**config.mk**
```make
export PLATFORM = sky130hd
export DESIGN_NAME = com_tx
export DESIGN_NICKNAME = d
export VERILOG_FILES = /design/src/common/com_pkg.sv /design/src/com_tx/com_crc16.sv /design/src/com_tx/com_crc5.sv /design/src/com_tx/com_tx.sv
export VERILOG_INCLUDE_DIRS = /design/src /design/src/common
export SDC_FILE = /design/constraint.sdc
export NUM_CORES = 1
export LEC_CHECK = 0
export BUFFER_PORTS_ARGS = -buffer_cell sky130_fd_sc_hd__buf_2
export CAP_MARGIN = 5
export CORE_MARGIN = 2
export CORE_UTILIZATION = 45
export DETAILED_ROUTE_END_ITERATION = 10
export MAX_ROUTING_LAYER = met4
export SYNTH_ARGS = -nofsm -noshare
export SYNTH_HDL_FRONTEND = slang
export SYNTH_SLANG_ARGS = --single-unit
```
**constraint.sdc**
```tcl
create_clock -name clk -period 4.7 [get_ports clk]
set_input_delay 0.235 -clock clk [delete_from_list [all_inputs] [get_ports clk]]
set_output_delay 0.235 -clock clk [all_outputs]
set_load 0.02 [all_outputs]
```
**src/common/com_settings.svh**
```systemverilog
`ifndef COM_SETTINGS_SVH
`define COM_SETTINGS_SVH

// Buffer address and payload length width
`define COM_ADDR_W 12

// Cycles from read address to read data (1 to 3)
`define COM_RAM_LATENCY 2

`endif

```
**src/common/com_pkg.sv**
```systemverilog
`include "com_settings.svh"

package com_pkg;

    typedef logic [`COM_ADDR_W-1:0] com_addr_t;
    typedef logic [`COM_ADDR_W-1:0] com_len_t;
    typedef logic [7:0]             com_data_t;
    typedef logic [3:0]             com_btype_t;
    typedef logic [7:0]             com_pid_t;

    // Handshake types
    localparam com_btype_t BTYPE_ACK   = 4'd1;
    localparam com_btype_t BTYPE_NAK   = 4'd2;
    localparam com_btype_t BTYPE_STL   = 4'd3;
    // Status types, closed by CRC5
    localparam com_btype_t BTYPE_DLINK = 4'd8;
    localparam com_btype_t BTYPE_DTYPE = 4'd9;
    localparam com_btype_t BTYPE_DTEMP = 4'd10;
    // Data types, closed by CRC16
    localparam com_btype_t BTYPE_DATA0 = 4'd13;
    localparam com_btype_t BTYPE_DATA1 = 4'd14;

    localparam com_pid_t PID_SYNC  = 8'h0F;
    localparam com_pid_t PID_ACK   = 8'h2D;
    localparam com_pid_t PID_NAK   = 8'hA5;
    localparam com_pid_t PID_STL   = 8'hE1;
    localparam com_pid_t PID_STAT  = 8'hD2;
    localparam com_pid_t PID_DATA0 = 8'h96;
    localparam com_pid_t PID_DATA1 = 8'h5A;

    // Line byte stream, one byte per clock
    typedef struct packed {
        logic      valid;
        com_data_t data;
    } com_stream_t;

    // Host write into the packet buffer
    typedef struct packed {
        logic      en;
        com_addr_t addr;
        com_data_t data;
    } com_wr_t;

endpackage

```
**src/com_tx/com_crc16.sv**
```systemverilog
`timescale 1ns/1ps

module com_crc16 (
    input  logic               clk,
    input  logic               clear,
    input  logic               enable,
    input  com_pkg::com_data_t din,
    output logic [15:0]        crc
);
    // x^16 + x^15 + x^2 + 1
    localparam logic [15:0] POLY = 16'h8005;

    logic [15:0] rem;
    logic [15:0] rem_next;

    // One byte per cycle, MSB first
    always_comb begin
        rem_next = rem;
        for (int i = 7; i >= 0; i--) begin
            if (rem_next[15] ^ din[i]) begin
                rem_next = {rem_next[14:0], 1'b0} ^ POLY;
            end else begin
                rem_next = {rem_next[14:0], 1'b0};
            end
        end
    end

    always_ff @(posedge clk) begin
        if (clear) begin
            rem <= '1;
        end else if (enable) begin
            rem <= rem_next;
        end
    end

    assign crc = ~rem;

endmodule

```
**src/com_tx/com_crc5.sv**
```systemverilog
`timescale 1ns/1ps

module com_crc5 (
    input  logic               clk,
    input  logic               clear,
    input  logic               enable,
    input  com_pkg::com_data_t din,
    output com_pkg::com_data_t crc
);
    // x^5 + x^2 + 1
    localparam logic [4:0] POLY = 5'h05;

    logic [4:0] rem;
    logic [4:0] rem_next;

    // One byte per cycle, MSB first
    always_comb begin
        rem_next = rem;
        for (int i = 7; i >= 0; i--) begin
            if (rem_next[4] ^ din[i]) begin
                rem_next = {rem_next[3:0], 1'b0} ^ POLY;
            end else begin
                rem_next = {rem_next[3:0], 1'b0};
            end
        end
    end

    always_ff @(posedge clk) begin
        if (clear) begin
            rem <= '1;
        end else if (enable) begin
            rem <= rem_next;
        end
    end

    assign crc = {3'b000, ~rem};

endmodule

```
**src/com_tx/com_tx.sv**
```systemverilog
`timescale 1ns/1ps
`include "com_settings.svh"

module com_tx (
    input  logic                 clk,
    input  logic                 rst,
    input  logic                 fs,
    output logic                 fd,
    input  com_pkg::com_addr_t   ram_addr_init,
    input  com_pkg::com_len_t    tx_dlen,
    input  com_pkg::com_btype_t  btype,
    input  com_pkg::com_data_t   ram_rxd,
    output com_pkg::com_addr_t   ram_rxa,
    output com_pkg::com_stream_t tx
);
    import com_pkg::*;

    localparam int LAT = `COM_RAM_LATENCY;

    // Count in DONE at which fd rises one cycle after the last line byte
    localparam com_len_t DONE_HOLD = 2;

    localparam logic [1:0] SEL_BYTE = 2'd0;
    localparam logic [1:0] SEL_CRC5 = 2'd1;
    localparam logic [1:0] SEL_C16H = 2'd2;
    localparam logic [1:0] SEL_C16L = 2'd3;

    typedef enum logic [3:0] {
        IDLE,
        WAIT,
        SYNC,
        WPID,
        DNUM,
        WORK,
        CRC5,
        CRC16,
        DONE
    } state_t;

    state_t      state;
    state_t      next_state;
    com_len_t    num;
    com_addr_t   rd_off;
    logic        rd_step;
    com_pid_t    pid;
    logic        is_stat;
    logic        is_data;
    com_stream_t txb;
    logic [1:0]  txb_sel;
    logic        txb_pay;
    logic        crc_clear;
    com_data_t   crc5_out;
    logic [15:0] crc16_out;

    // PID and packet tail from the type code; unknown codes give a zero PID
    always_comb begin
        pid = '0;
        is_stat = 1'b0;
        is_data = 1'b0;
        case (btype)
            BTYPE_ACK: pid = PID_ACK;
            BTYPE_NAK: pid = PID_NAK;
            BTYPE_STL: pid = PID_STL;
            BTYPE_DLINK, BTYPE_DTYPE, BTYPE_DTEMP: begin
                pid = PID_STAT;
                is_stat = 1'b1;
            end
            BTYPE_DATA0: begin
                pid = PID_DATA0;
                is_data = 1'b1;
            end
            BTYPE_DATA1: begin
                pid = PID_DATA1;
                is_data = 1'b1;
            end
            default: pid = '0;
        endcase
    end

    always_ff @(posedge clk or posedge rst) begin
        if (rst) begin
            state <= IDLE;
        end else begin
            state <= next_state;
        end
    end

    always_comb begin
        next_state = state;
        case (state)
            IDLE: next_state = WAIT;
            WAIT: if (fs) next_state = SYNC;
            SYNC: next_state = WPID;
            WPID: next_state = (is_stat || is_data) ? DNUM : DONE;
            DNUM: if (num == com_len_t'(1)) next_state = WORK;
            WORK: begin
                if (num == tx_dlen - com_len_t'(1)) begin
                    next_state = is_stat ? CRC5 : CRC16;
                end
            end
            CRC5: next_state = DONE;
            CRC16: if (num == com_len_t'(1)) next_state = DONE;
            DONE: if (num == DONE_HOLD && !fs) next_state = WAIT;
            default: next_state = IDLE;
        endcase
    end

    // Byte counter restarts on every state change
    always_ff @(posedge clk or posedge rst) begin
        if (rst) begin
            num <= '0;
        end else if (next_state != state) begin
            num <= '0;
        end else if (state inside {DNUM, WORK, CRC16} ||
                     (state == DONE && num != DONE_HOLD)) begin
            num <= num + 1'b1;
        end
    end

    assign fd = (state == DONE) && (num == DONE_HOLD);

    // Reads run LAT cycles ahead of WORK
    // First payload byte sits 4 cycles after SYNC
    assign rd_step = (state == SYNC && LAT >= 4) ||
                     (state == WPID && LAT >= 3) ||
                     (state == DNUM && num + LAT >= 2) ||
                     (state == WORK);

    always_ff @(posedge clk or posedge rst) begin
        if (rst) begin
            rd_off <= '0;
        end else if (state == WAIT) begin
            rd_off <= '0;
        end else if (rd_step) begin
            rd_off <= rd_off + 1'b1;
        end
    end

    // Wraps modulo the buffer size
    assign ram_rxa = ram_addr_init + rd_off;

    always_ff @(posedge clk or posedge rst) begin
        if (rst) begin
            txb <= '0;
            txb_sel <= SEL_BYTE;
            txb_pay <= 1'b0;
        end else begin
            txb.valid <= 1'b1;
            txb.data <= '0;
            txb_sel <= SEL_BYTE;
            txb_pay <= 1'b0;
            case (state)
                SYNC: txb.data <= PID_SYNC;
                WPID: txb.data <= pid;
                DNUM: txb.data <= (num == '0) ? {4'h0, tx_dlen[11:8]} : tx_dlen[7:0];
                WORK: begin
                    txb.data <= ram_rxd;
                    txb_pay <= 1'b1;
                end
                CRC5: txb_sel <= SEL_CRC5;
                CRC16: txb_sel <= (num == '0) ? SEL_C16H : SEL_C16L;
                default: txb.valid <= 1'b0;
            endcase
        end
    end

    // CRC results are ready one cycle after the last payload byte
    always_ff @(posedge clk or posedge rst) begin
        if (rst) begin
            tx <= '0;
        end else begin
            tx.valid <= txb.valid;
            case (txb_sel)
                SEL_CRC5: tx.data <= crc5_out;
                SEL_C16H: tx.data <= crc16_out[15:8];
                SEL_C16L: tx.data <= crc16_out[7:0];
                default:  tx.data <= txb.data;
            endcase
        end
    end

    assign crc_clear = (state == WAIT);

    com_crc5 u_crc5 (
        .clk    (clk),
        .clear  (crc_clear),
        .enable (txb_pay),
        .din    (txb.data),
        .crc    (crc5_out)
    );

    com_crc16 u_crc16 (
        .clk    (clk),
        .clear  (crc_clear),
        .enable (txb_pay),
        .din    (txb.data),
        .crc    (crc16_out)
    );

endmodule

```
== After elaboration in Yosys (flattened, before gate mapping) ==
Cells that the tools add are included.
Operators by class
  muxes and demuxes: 38
  reductions and logical operators: 16
  bitwise logic cells: 34
  equality and inequality tests: 24
  add/sub/neg operators: 5
  $lt $le $gt $ge: 1
Operators by type and width (count)
  $mux W16: 8
  $mux W12: 4
  $pmux W8 S6: 1
  $pmux W4 S9: 1
  $pmux W8 S4: 1
  $add A12 B1 Y12 const B: 2
  $eq A4 B4 Y1 const B: 6
  $mux W3: 8
  $mux W4: 6
  $not A3 Y3: 8
  $pmux W8 S3: 1
  $eq A4 B2 Y1 const B: 4
  $eq A4 B3 Y1 const B: 4
  $not A16 Y16: 1
  $not A2 Y2: 8
  $xor A1 B1 Y1: 16
  $add A12 B2 Y13 const B: 1
  $ge A13 B2 Y1 const B: 1
  $add A12 B12 Y12: 1
  $eq A12 B1 Y1 const B: 1
  $eq A12 B12 Y1: 1
  $eq A12 B2 Y1 const B: 1
  $logic_not A12 Y1: 1
  $ne A12 B2 Y1 const B: 1
  18 further kinds: 31
Storage, ports and cells
  register bits: 70
  bits of input ports: 39

== Logic depth before layout (Yosys ltp) ==
Gate-level depths: netlist of the first run.
  depth after elaboration: 16
  gate-level depth with buffers: 11
  depth with buffers taken out: 10

== Modules after synthesis ==
A second synthesis of the first run with hierarchy kept.
Second synthesis, totals
  cell total of the unflattened synthesis: 577
  area, all modules: 5230.0 um2
Modules (own cells, without submodules)
  com_tx: cells an instance 445, area each 3997.6 um2, times used 1, seq. area each 1226.2 um2
  com_crc16: cells an instance 92, area each 818.3 um2, times used 1, seq. area each 320.3 um2
  com_crc5: cells an instance 40, area each 414.1 um2, times used 1, seq. area each 100.1 um2

== Worst setup path before layout of the first run ==
No wires, ideal clock.
  path type: reg-to-output
  start point: register rd_off[0]
  end point: output ram_rxa[10]
  arrival: 2.122 ns
  path buffers: 0
  path slack: 2.343 ns
  stages on the path, launching flop included: 11
  path through: dfrtp_1 -> ha_1 -> inv_1 -> fa_1 -> nor2b_1 -> o21ai_0 -> a21boi_0 -> o21ai_0 -> nand2b_1 -> a21oi_1 -> o211ai_1
Between the ends
  word-level cells in the longest chain between the ends: 1
RTL lines
  start, declared: RTL line com_tx.sv:43  | com_addr_t rd_off;
  start signal, assigned: RTL line com_tx.sv:135  | rd_off <= rd_off + 1'b1;
  $add A12 B12 Y12: RTL line com_tx.sv:140  | assign ram_rxa = ram_addr_init + rd_off;
  end, declared: RTL line com_tx.sv:13  | output com_pkg::com_addr_t ram_rxa,
Every way passes these cells.

== Final worst setup path of the first run ==
  start point: register rd_off[1]
  end point: output ram_rxa[11]
Same word-level chain as after synthesis.

==> results.toml, run 1 <==
[clock_network]
htreeDepth = 3
cts_resized = 0
cts-root-buf = "clkbuf_8"
worstSkewPairLatency_ps = 350
numCtsBuffers = 9
cts_tree = "yes"
cts_hold_buf = 0
clk_pin_slew_worst_paths_ps = 80
cts_sinks = 70
clockBufferDepth = 2
postCtsSetupBuffers = 0

[worst_setup_path]
startpoint_type = "flip-flop"
cp.required_ps = 4470
reg2reg_slack_ps = 2000
worstPathArrival_ps = 2730
critPathKind = "flip-flop to output port"
reg2reg_from = "num[8]$_DFFE_PP0P_"
r2r-end = "num[4]$_DFFE_PP0P_"
reg2regPathDepth = 7
end_kind = "output port"
crit_fanout = 7

[synth]
synth_cell_types = 73
synth_simple_gate_area_frac = 0.210
synthFlopType = "dfrtp_1"
async_flop_share = 0.700
yosys.area_share.xor_xnor = 0.132
ys_seq_area_frac = 0.331
synth_mux_area_frac = 0.0508
yosysTopAreaCell = "dfrtp_1"
syn-cell-area_um2 = 4980
synth_warnings = 0
syn_nets = 631
synth.top_cell.area_share = 0.246
synth_fa_ha_area_frac = 0.0493
synth_seq_cells = 70
synth_edf_count = 0
avgSynthCellArea_um2 = 8.69
synth_compound_area_frac = 0.170
synth_area_leaders = "dfrtp_1 25%, xnor2_1 9.7%, dfxtp_1 8.4%, nand2_1 4.9%, ha_1 4.5%"
synth_top_family_by_area = "simple AND/OR/NAND/NOR gates"
synthesis.instances = 573

[timing]
fin_skew_ps = 11.7
fin_crit_sh = 0.632
layout_min_cycle_time_ps = 2970
drv_slew = 0
worstMarginPinSlew_ps = 1110
slew_headroom = 0.263
fmax_mhz = 337
rsz0062_at_grt = "false"
hold_viol = 0
finalSetupViolations = 0
setup_tns_ps = 0

[floorplan]
die_w_um = 109
coreArea_um2 = 10800
die-area_um2 = 11900
start_util = 0.459
ios = 61
num_rows = 38
die_h_um = 109

[final_layout]
syn2layout_area_growth_pct = 10.1
nets = 670
diodes = 0
drive_gt1_frac = 0.164

[route]
dr.pass1.iters = 5
routed-wl-met3_um = 517
drt_wl_total_mm = 11.9
avgViaCountPerCell = 5.65
highest_layer = "met4"
wl_met1_mm = 5.36
wl_per_cell_um = 15.7
drt_iter0_drc = 310
ant_nets = 0
drc = 0
vias = 4274
wl_met2_mm = 5.78

[global_routing]
grt-ovfl-total = 0
grt_max_degree = 50
antenna_found_initial = 0
grt_usage = 0.217
grt_pass1_vias = 4056
grt_pass1_wl_mm = 19.7

[placement]
place_congestion = 0.984
io_buffers = 60
hpwl_mm = 8.96

[power]
p_total_mw = 3.53
ir_drop_mv = 0.316
p_per_area_nw_per_um2 = 644
power_leakage_nw = 2.33

[worst_hold_path]
holdPathStages = 2
hp-class = "primary input to flip-flop"
min_from = "ram_rxd[7]"
hold_end = "txb[7]$_DFF_PP0_"

[flow_run]
max-cap-violations = 0

[outcome]
status = "finished, final reports clean"
-- worst max-delay path, stage by stage, from the launching register on --
cell and delay (ps):
dfrtp_1 450, ha_1 300, a21o_1 160, a21oi_1 210
nor2b_1 100, nor4_1 270, o31ai_1 190, o41ai_1 380
xnor2_1 160, buf_2 180
-- state kept, by name, summed over array words and instances (netlist names) --
register,flops
rd_off,12
tx,9
txb_pay,1
txb,9
txb_sel,2
num,12
state,4
u_crc16.rem,16
u_crc5.rem,5
-- Yosys cell counts, types with 6 or more instances --
master    count
nand4_1       9
nor2_1       45
xor2_1       15
nand2_1      65
a21oi_1      22
nand3_1      15
ha_1         18
buf_2         7
o211ai_1      6
a21oi_2      11
o22ai_1       6
xnor2_1      55
nand2b_1     12
clkbuf_1     20
nor3_1        9
mux2i_1      14
o21ai_0      28
nor2b_1       6
or3_1         8
dfrtp_1      49
o21ai_1       7
dfxtp_1      21
nor4_1        6
inv_1        32
-- how the worst max path moves through the flow --
stage,startpoint,end,slack [ps],cells past startpoint
global placement,tx_dlen[2],num[0]$_DFFE_PP0P_,2050,7
detailed placement,tx_dlen[2],num[0]$_DFFE_PP0P_,1960,7
floorplan,rd_off[0]$_DFFE_PP0P_,ram_rxa[10],2340,10
global route,rd_off[1]$_DFFE_PP0P_,ram_rxa[11],1420,9
CTS,rd_off[1]$_DFFE_PP0P_,ram_rxa[11],1680,9
finish,rd_off[1]$_DFFE_PP0P_,ram_rxa[11],1730,9
-- power by group --
group / switching, mW / leakage [nW] / total, mW / internal [mW]
sequential: 0.269 / 0.829 / 1.06 / 0.789
clock: 0.231 / 0.0923 / 0.476 / 0.244
combinational: 1.09 / 1.41 / 2.00 / 0.901
-- cell type report --
type,count,area [µm²]
Clock inverter,6,63.8
Tap cell,140,175
Clock buffer,10,128
Sequential cell,70,1650
Timing Repair Buffer,60,300
Fill cell,1045,5360
Inverter,32,120
Multi-Input combinational cell,439,3050
-- layout by cell type (no fill, tap or decap), drive strengths merged, types with 6 or more instances in the layout --
| cell | synthesis | layout |
|---|---|---|
| nand2 | 65 | 65 |
| buf | 12 | 60 |
| xnor2 | 55 | 55 |
| dfrtp | 49 | 49 |
| nor2 | 46 | 46 |
| o21ai | 35 | 35 |
| a21oi | 33 | 33 |
| inv | 32 | 32 |
| dfxtp | 21 | 21 |
| ha | 18 | 18 |
| nand3 | 17 | 17 |
| xor2 | 15 | 15 |
| mux2i | 14 | 14 |
| nand2b | 12 | 12 |
| nand4 | 10 | 10 |
| clkbuf | 20 | 10 |
| nor3 | 9 | 9 |
| or3 | 8 | 8 |
| nor4 | 8 | 8 |
| o211ai | 6 | 6 |
| nor2b | 6 | 6 |
| o22ai | 6 | 6 |
-- kinds of logic after synthesis --
| logic type | count (synthesis) |
|---|---|
| AO/OA/AOI/OAI | 123 |
| flip-flops | 70 |
| XOR/XNOR | 72 |
| buffers and inverters | 64 |
| adder cells (fa/ha/maj) | 19 |
| AND/OR/NAND/NOR | 206 |
| multiplexers | 19 |
-- metrics by stage --
step / instances / area [µm²] / utilization / hold WS, ps / worst slack (ps)
CTS: 757 / 5480 / 0.506 / 110 / 1680
floorplan: 573 / 4980 / - / 331 / 2340
detailed placement: 741 / 5290 / 0.488 / 336 / 1960
global placement: 741 / 5290 / 0.488 / 331 / 2050
finish: 757 / 5480 / 0.506 / 131 / 1730
global route: 757 / 5480 / 0.506 / 116 / 1420
-- layer usage --
layer,track usage,vias up
li1,-,2099
met1,0.274,2051
met2,0.353,112
met3,0.0359,12
met4,0.0750,0
met5,-,-
Power figures use the tool's default switching activity.
==> run 2, diff against run 1 <==
ABC_AREA = 1   (was not set)
clock period = 2.8 ns   (was 4.7 ns; I/O delays follow)
==> run 2 against run 1 <==
Net effect: core utilization rose by 1.8 points; clock skew rose by 1.7 ps; routed wire length rose by 5.2%; synthesized cell count rose by 18%; die area fell by 0.34%; clock-buffer cell count rose by 3; largest power group unchanged.
==> results.toml, run 2 <==
[final_layout]
n_fill_cell = 1069
nets = 799
layout_common_cells = "145 x nand2_1, 74 x inv_1, 60 x buf_2"
drive_gt1_frac = 0.193
largestRegisters = "u_crc16.rem x16, num x12, rd_off x12"
layout_commonest_cell = "nand2_1"
diodes = 0
syn2layout_area_growth_pct = 13.9
largest_reg_flops = 16
regMostFlops = "u_crc16.rem"

[timing]
fin_crit_sh = 0.949
slew_headroom = 0.271
holdWs_ps = 33.6
finalSetupViolations = 0
fmax_mhz = 376
fin_skew_ps = 13.4
worstMarginPinSlew_ps = 1090
drv_slew = 0
hold_viol = 0
layout_min_cycle_time_ps = 2660
finalWorstSetupSlack_ps = 142

[synth]
yosysTopAreaCell = "dfrtp_1"
synth_warnings = 0
syn-cell-area_um2 = 4960
synth_area_leaders = "dfrtp_1 25%, nand2_1 11%, dfxtp_1 8.5%, xor2_1 7.6%, inv_1 5.7%"
ys_top_cells_by_count = "145 x nand2_1, 75 x inv_1, 54 x nor2_1"
syn_nets = 736
synthFlopType = "dfrtp_1"
synth_cell_types = 44
synthesis.instances = 678
async_flop_share = 0.700
yosysMostFrequentCell = "nand2_1"
ys_seq_area_frac = 0.332
avgSynthCellArea_um2 = 7.32
synth.top_cell.area_share = 0.247
synth_edf_count = 0
synth_seq_cells = 70

[power]
p_clk_frac = 0.181
p_total_mw = 5.15
internal_power_mw = 2.74
switchingPower_mw = 2.42
p_per_area_nw_per_um2 = 912
combPwrFrac = 0.509
power_frac_seq = 0.310
netSwitchingFraction = 0.469
power_leakage_nw = 2.74
ir_drop_mv = 0.354

[route]
dr.pass1.iters = 5
wl_per_cell_um = 14.1
avgViaCountPerCell = 5.15
drt_wl_total_mm = 12.5
drt_iter0_drc = 328
ant_nets = 0
drc = 0
vias = 4564

[placement]
dp_slack_ps = 195
place_congestion = 0.887
hpwl_mm = 9.43
io_buffers = 60

[flow_run]
max-cap-violations = 0

[worst_setup_path]
reg2regPathDepth = 11
path_cells = "ha_4 > a21oi_1 > nand2_1 > a21oi_2 > o21ai_1 > a21oi_1 > o21ai_1 > nand2_1 > nand2_1 > a21oi_1 > xnor2_1 > buf_2"
crit_slowest_cell = "dfrtp_1"
cp.depth = 12
cpPeakStageDelay_ps = 470
worstPathArrival_ps = 2520
cp.required_ps = 2660
path_buf_inv = 1
end_kind = "output port"
critPathKind = "flip-flop to output port"
startpoint_type = "flip-flop"
cpLargestDelayFamily = "compound AO/OA/AOI/OAI gates"
crit_fanout = 6

[clock_network]
htreeDepth = 3
cts_sinks = 70
cts_tree = "yes"
clockBufferDepth = 2
worstSkewPairLatency_ps = 340
numCtsBuffers = 9
clk_pin_slew_worst_paths_ps = 80
cts-root-buf = "clkbuf_8"

[worst_hold_path]
hp-class = "primary input to flip-flop"
holdPathStages = 3

[global_routing]
grt_max_degree = 50
top_usage_layer = "met2"
grt_pass1_vias = 4362
use_met1 = 0.314
met2_usage = 0.364
grt-ovfl-total = 0
antenna_found_initial = 0
grt_pass1_wl_mm = 20.9
grt.met3_usage = 0.0335
grt_usage = 0.230

[floorplan]
start_util = 0.460
die-area_um2 = 11900
ios = 61
die_w_um = 109
num_rows = 38
die_h_um = 109
coreArea_um2 = 10800

[outcome]
status = "finished, final reports clean"
## run 2: changes by cell type after synthesis, sizes merged, moves of 6 or more
cell / previous run / this run
nand3: 17 / 54
or3: 8 / 0
clkbuf: 20 / 4
inv: 32 / 87
nor2b: 6 / 0
nand2b: 12 / 0
xnor2: 55 / 19
mux2i: 14 / 0
nand2: 65 / 153
xor2: 15 / 43
nor2: 46 / 80
## run 2: worst min-delay path, cell delays in order
cell and delay [ps]:
buf_2 80, nand2_1 40, o2111ai_1 60
## run 2: logic make-up (layout without fill, tap and decap cells)
family / count (synthesis) / after routing / share of synthesized area
buffers and inverters: 102 / 170 / 0.0840
adders and majority gates: 19 / 19 / 0.0494
AOI/OAI and AO/OA: 101 / 101 / 0.121
DFF: 70 / 70 / 0.332
xor gates and xnor gates: 62 / 62 / 0.109
and+or+nand+nor: 324 / 324 / 0.305
## run 2: power groups by stage
stage / Combinational, mW / Clock [mW] / Sequential [mW]
2_1_floorplan: 2.02 / 0 / 1.57
3_3_place_gp: 2.52 / 0 / 1.60
3_5_place_dp: 2.55 / 0 / 1.61
4_1_cts: 2.59 / 0.949 / 1.58
5_1_grt: 2.97 / 1.00 / 1.63
6_report: 2.62 / 0.933 / 1.60
## run 2: per-stage QoR
stage	area, µm²	util	TNS (ps)	std cells
2_1_floorplan	4960	-	0	678
3_3_place_gp	5380	0.498	0	868
3_5_place_dp	5380	0.498	0	868
4_1_cts	5620	0.521	0	885
5_1_grt	5650	0.524	-10.6	886
6_report	5650	0.524	0	886
## run 2: timing repair
item	CTS	global route
hold buffers	0	0
setup endpoints to repair	2	2
pin swaps	0	2
buffers inserted	1	1
cloned	0	0
gates resized for setup	4	5
## run 2: layout make-up
cell class / instances / area (µm²) / area share
Tap cell: 140 / 175 / 0.0310
Sequential cell: 70 / 1650 / 0.292
Clock inverter: 3 / 46.3 / 0.00819
Timing Repair Buffer: 66 / 345 / 0.0611
Multi-Input combinational cell: 506 / 2920 / 0.517
Inverter: 88 / 330 / 0.0585
Clock buffer: 13 / 181 / 0.0321
## run 2: final timing paths
check	startpoint	to	slack, ps
worst max-delay path	rd_off[2]$_DFFE_PP0P_	ram_rxa[11]	140
worst min-delay path	ram_rxd[3]	txb[3]$_DFF_PP0_	30
worst max register to register	num[1]$_DFFE_PP0P_	rd_off[5]$_DFFE_PP0P_	420
worst min register to register	txb[8]$_DFF_PP0_	tx[8]$_DFF_PP0_	350
max in group asynchronous	rst	rd_off[3]$_DFFE_PP0P_	2000
min in group asynchronous	rst	num[6]$_DFFE_PP0P_	70
## run 2: layer usage
layer | up-vias | routed length, µm
met5 | - | 0
met4 | 0 | 69
met3 | 10 | 595
met2 | 125 | 5740
met1 | 2084 | 6110
li1 | 2345 | -
==> run 3, diff against run 2 <==
CTS_BUF_LIST = sky130_fd_sc_hd__clkbuf_16   (was not set)
==> run 3 against run 2 <==
Net effect: total power up 6.0%; sequential power about the same; fmax down 1.8%.
==> results.toml, run 3 (synthesis gave the netlist of run 2 again) <==
[outcome]
status = "finished, final reports clean"

[route]
avgViaCountPerCell = 5.19
wl_met1_mm = 6.11
routed-wl-met3_um = 616
wl_met2_mm = 5.77
wl_per_cell_um = 14.2
ant_nets = 0
vias = 4597
highest_layer = "met4"
dr.pass1.iters = 5
drt_wl_total_mm = 12.6
drt_iter0_drc = 295
drc = 0

[global_routing]
grt-ovfl-total = 0
grt_pass1_wl_mm = 21.0
antenna_found_initial = 0
grt_pass1_vias = 4359
grt_max_degree = 50
grt_usage = 0.232

[floorplan]
die_w_um = 109
die_h_um = 109
coreArea_um2 = 10800
ios = 61
start_util = 0.460
die-area_um2 = 11900
num_rows = 38

[worst_setup_path]
cp.required_ps = 2660
worstPathArrival_ps = 2570
crit_fanout = 6
critPathKind = "flip-flop to output port"
startpoint_type = "flip-flop"
reg2reg_slack_ps = 430
end_kind = "output port"

[clock_network]
clk_pin_slew_worst_paths_ps = 60
htreeDepth = 3
worstSkewPairLatency_ps = 330
cts_tree = "yes"
cts-root-buf = "clkbuf_16"
clockBufferDepth = 2
cts_sinks = 70
numCtsBuffers = 9

[placement]
hpwl_mm = 9.43
place_congestion = 0.887
io_buffers = 60
placed_area_um2 = 5380

[timing]
rsz0062_at_grt = "true"
holdWs_ps = 36.7
setup_tns_ps = 0
hold_viol = 0
finalSetupViolations = 0
worstMarginPinSlew_ps = 1110
drv_slew = 0
layout_min_cycle_time_ps = 2710
slew_headroom = 0.259
fmax_mhz = 369
fin_crit_sh = 0.967
fin_skew_ps = 9.17

[flow_run]
max-cap-violations = 0

[power]
ir_drop_mv = 0.418
p_per_area_nw_per_um2 = 952
power_leakage_nw = 2.80
p_total_mw = 5.46

[final_layout]
drive_gt1_frac = 0.190
largest_reg_flops = 16
syn2layout_area_growth_pct = 15.7
regMostFlops = "u_crc16.rem"
fin_area_um2 = 5740
diodes = 0
layout_commonest_cell = "nand2_1"
nets = 799
layout_common_cells = "145 x nand2_1, 76 x inv_1, 60 x buf_2"
largestRegisters = "u_crc16.rem x16, num x12, rd_off x12"

[worst_hold_path]
hp-class = "primary input to flip-flop"
run 3: worst paths after layout:
check / startpoint / endpoint / cells past startpoint
hold reg to reg: txb[8]$_DFF_PP0_ / tx[8]$_DFF_PP0_ / 0
setup reg to reg: num[7]$_DFFE_PP0P_ / rd_off[5]$_DFFE_PP0P_ / 10
max in group asynchronous: rst / txb[0]$_DFF_PP0_ / 2
min in group asynchronous: rst / num[7]$_DFFE_PP0P_ / 2
hold / removal: ram_rxd[3] / txb[3]$_DFF_PP0_ / 3
setup / recovery: rd_off[2]$_DFFE_PP0P_ / ram_rxa[11] / 12
run 3: stage by stage:
step / worst slack, ps / instances / util
CTS: 7.91 / 885 / 0.530
global placement: 298 / 868 / 0.498
finish: 93.5 / 886 / 0.532
global route: -45.5 / 886 / 0.532
detailed placement: 195 / 868 / 0.498
floorplan: 507 / 678 / -
run 3: what timing repair did:
action / 4_1_cts / 5_1_grt
gates resized for setup: 3 / 4
hold buffers: 0 / 0
setup endpoints to repair: 2 / 2
buffers inserted: 1 / 1
pin swaps: 0 / 1
run 3: power by group:
group	internal [mW]	switching, mW	total [mW]
sequential	1.29	0.300	1.59
clock	0.795	0.453	1.25
combinational	0.912	1.71	2.62
run 3: per-layer routing:
| metal | track usage | up-vias |
|---|---|---|
| li1 | - | 2346 |
| met1 | 0.314 | 2109 |
| met2 | 0.369 | 130 |
| met3 | 0.0347 | 12 |
| met4 | 0.0522 | 0 |
| met5 | - | - |
run 3: area by class of cell:
cell class / instances / area, µm²
clock buffers: 11 / 275
flip-flops and latches: 70 / 1650
fillers: 1057 / 5050
repair buffers: 66 / 345
well taps: 140 / 175
clock inverters: 5 / 53.8
multi-input cells: 506 / 2910
inverters: 88 / 330
run 3: worst max-delay path: stages (launching register included):
cell and delay, ps:
dfrtp_1 430, ha_1 350, a21oi_1 140, nand2_1 110, a21oi_2 200, o21ai_1 120, a21oi_1 180, o21ai_1 100
nand2_1 70, nand2_1 50, a21oi_1 170, xnor2_1 130, buf_2 180
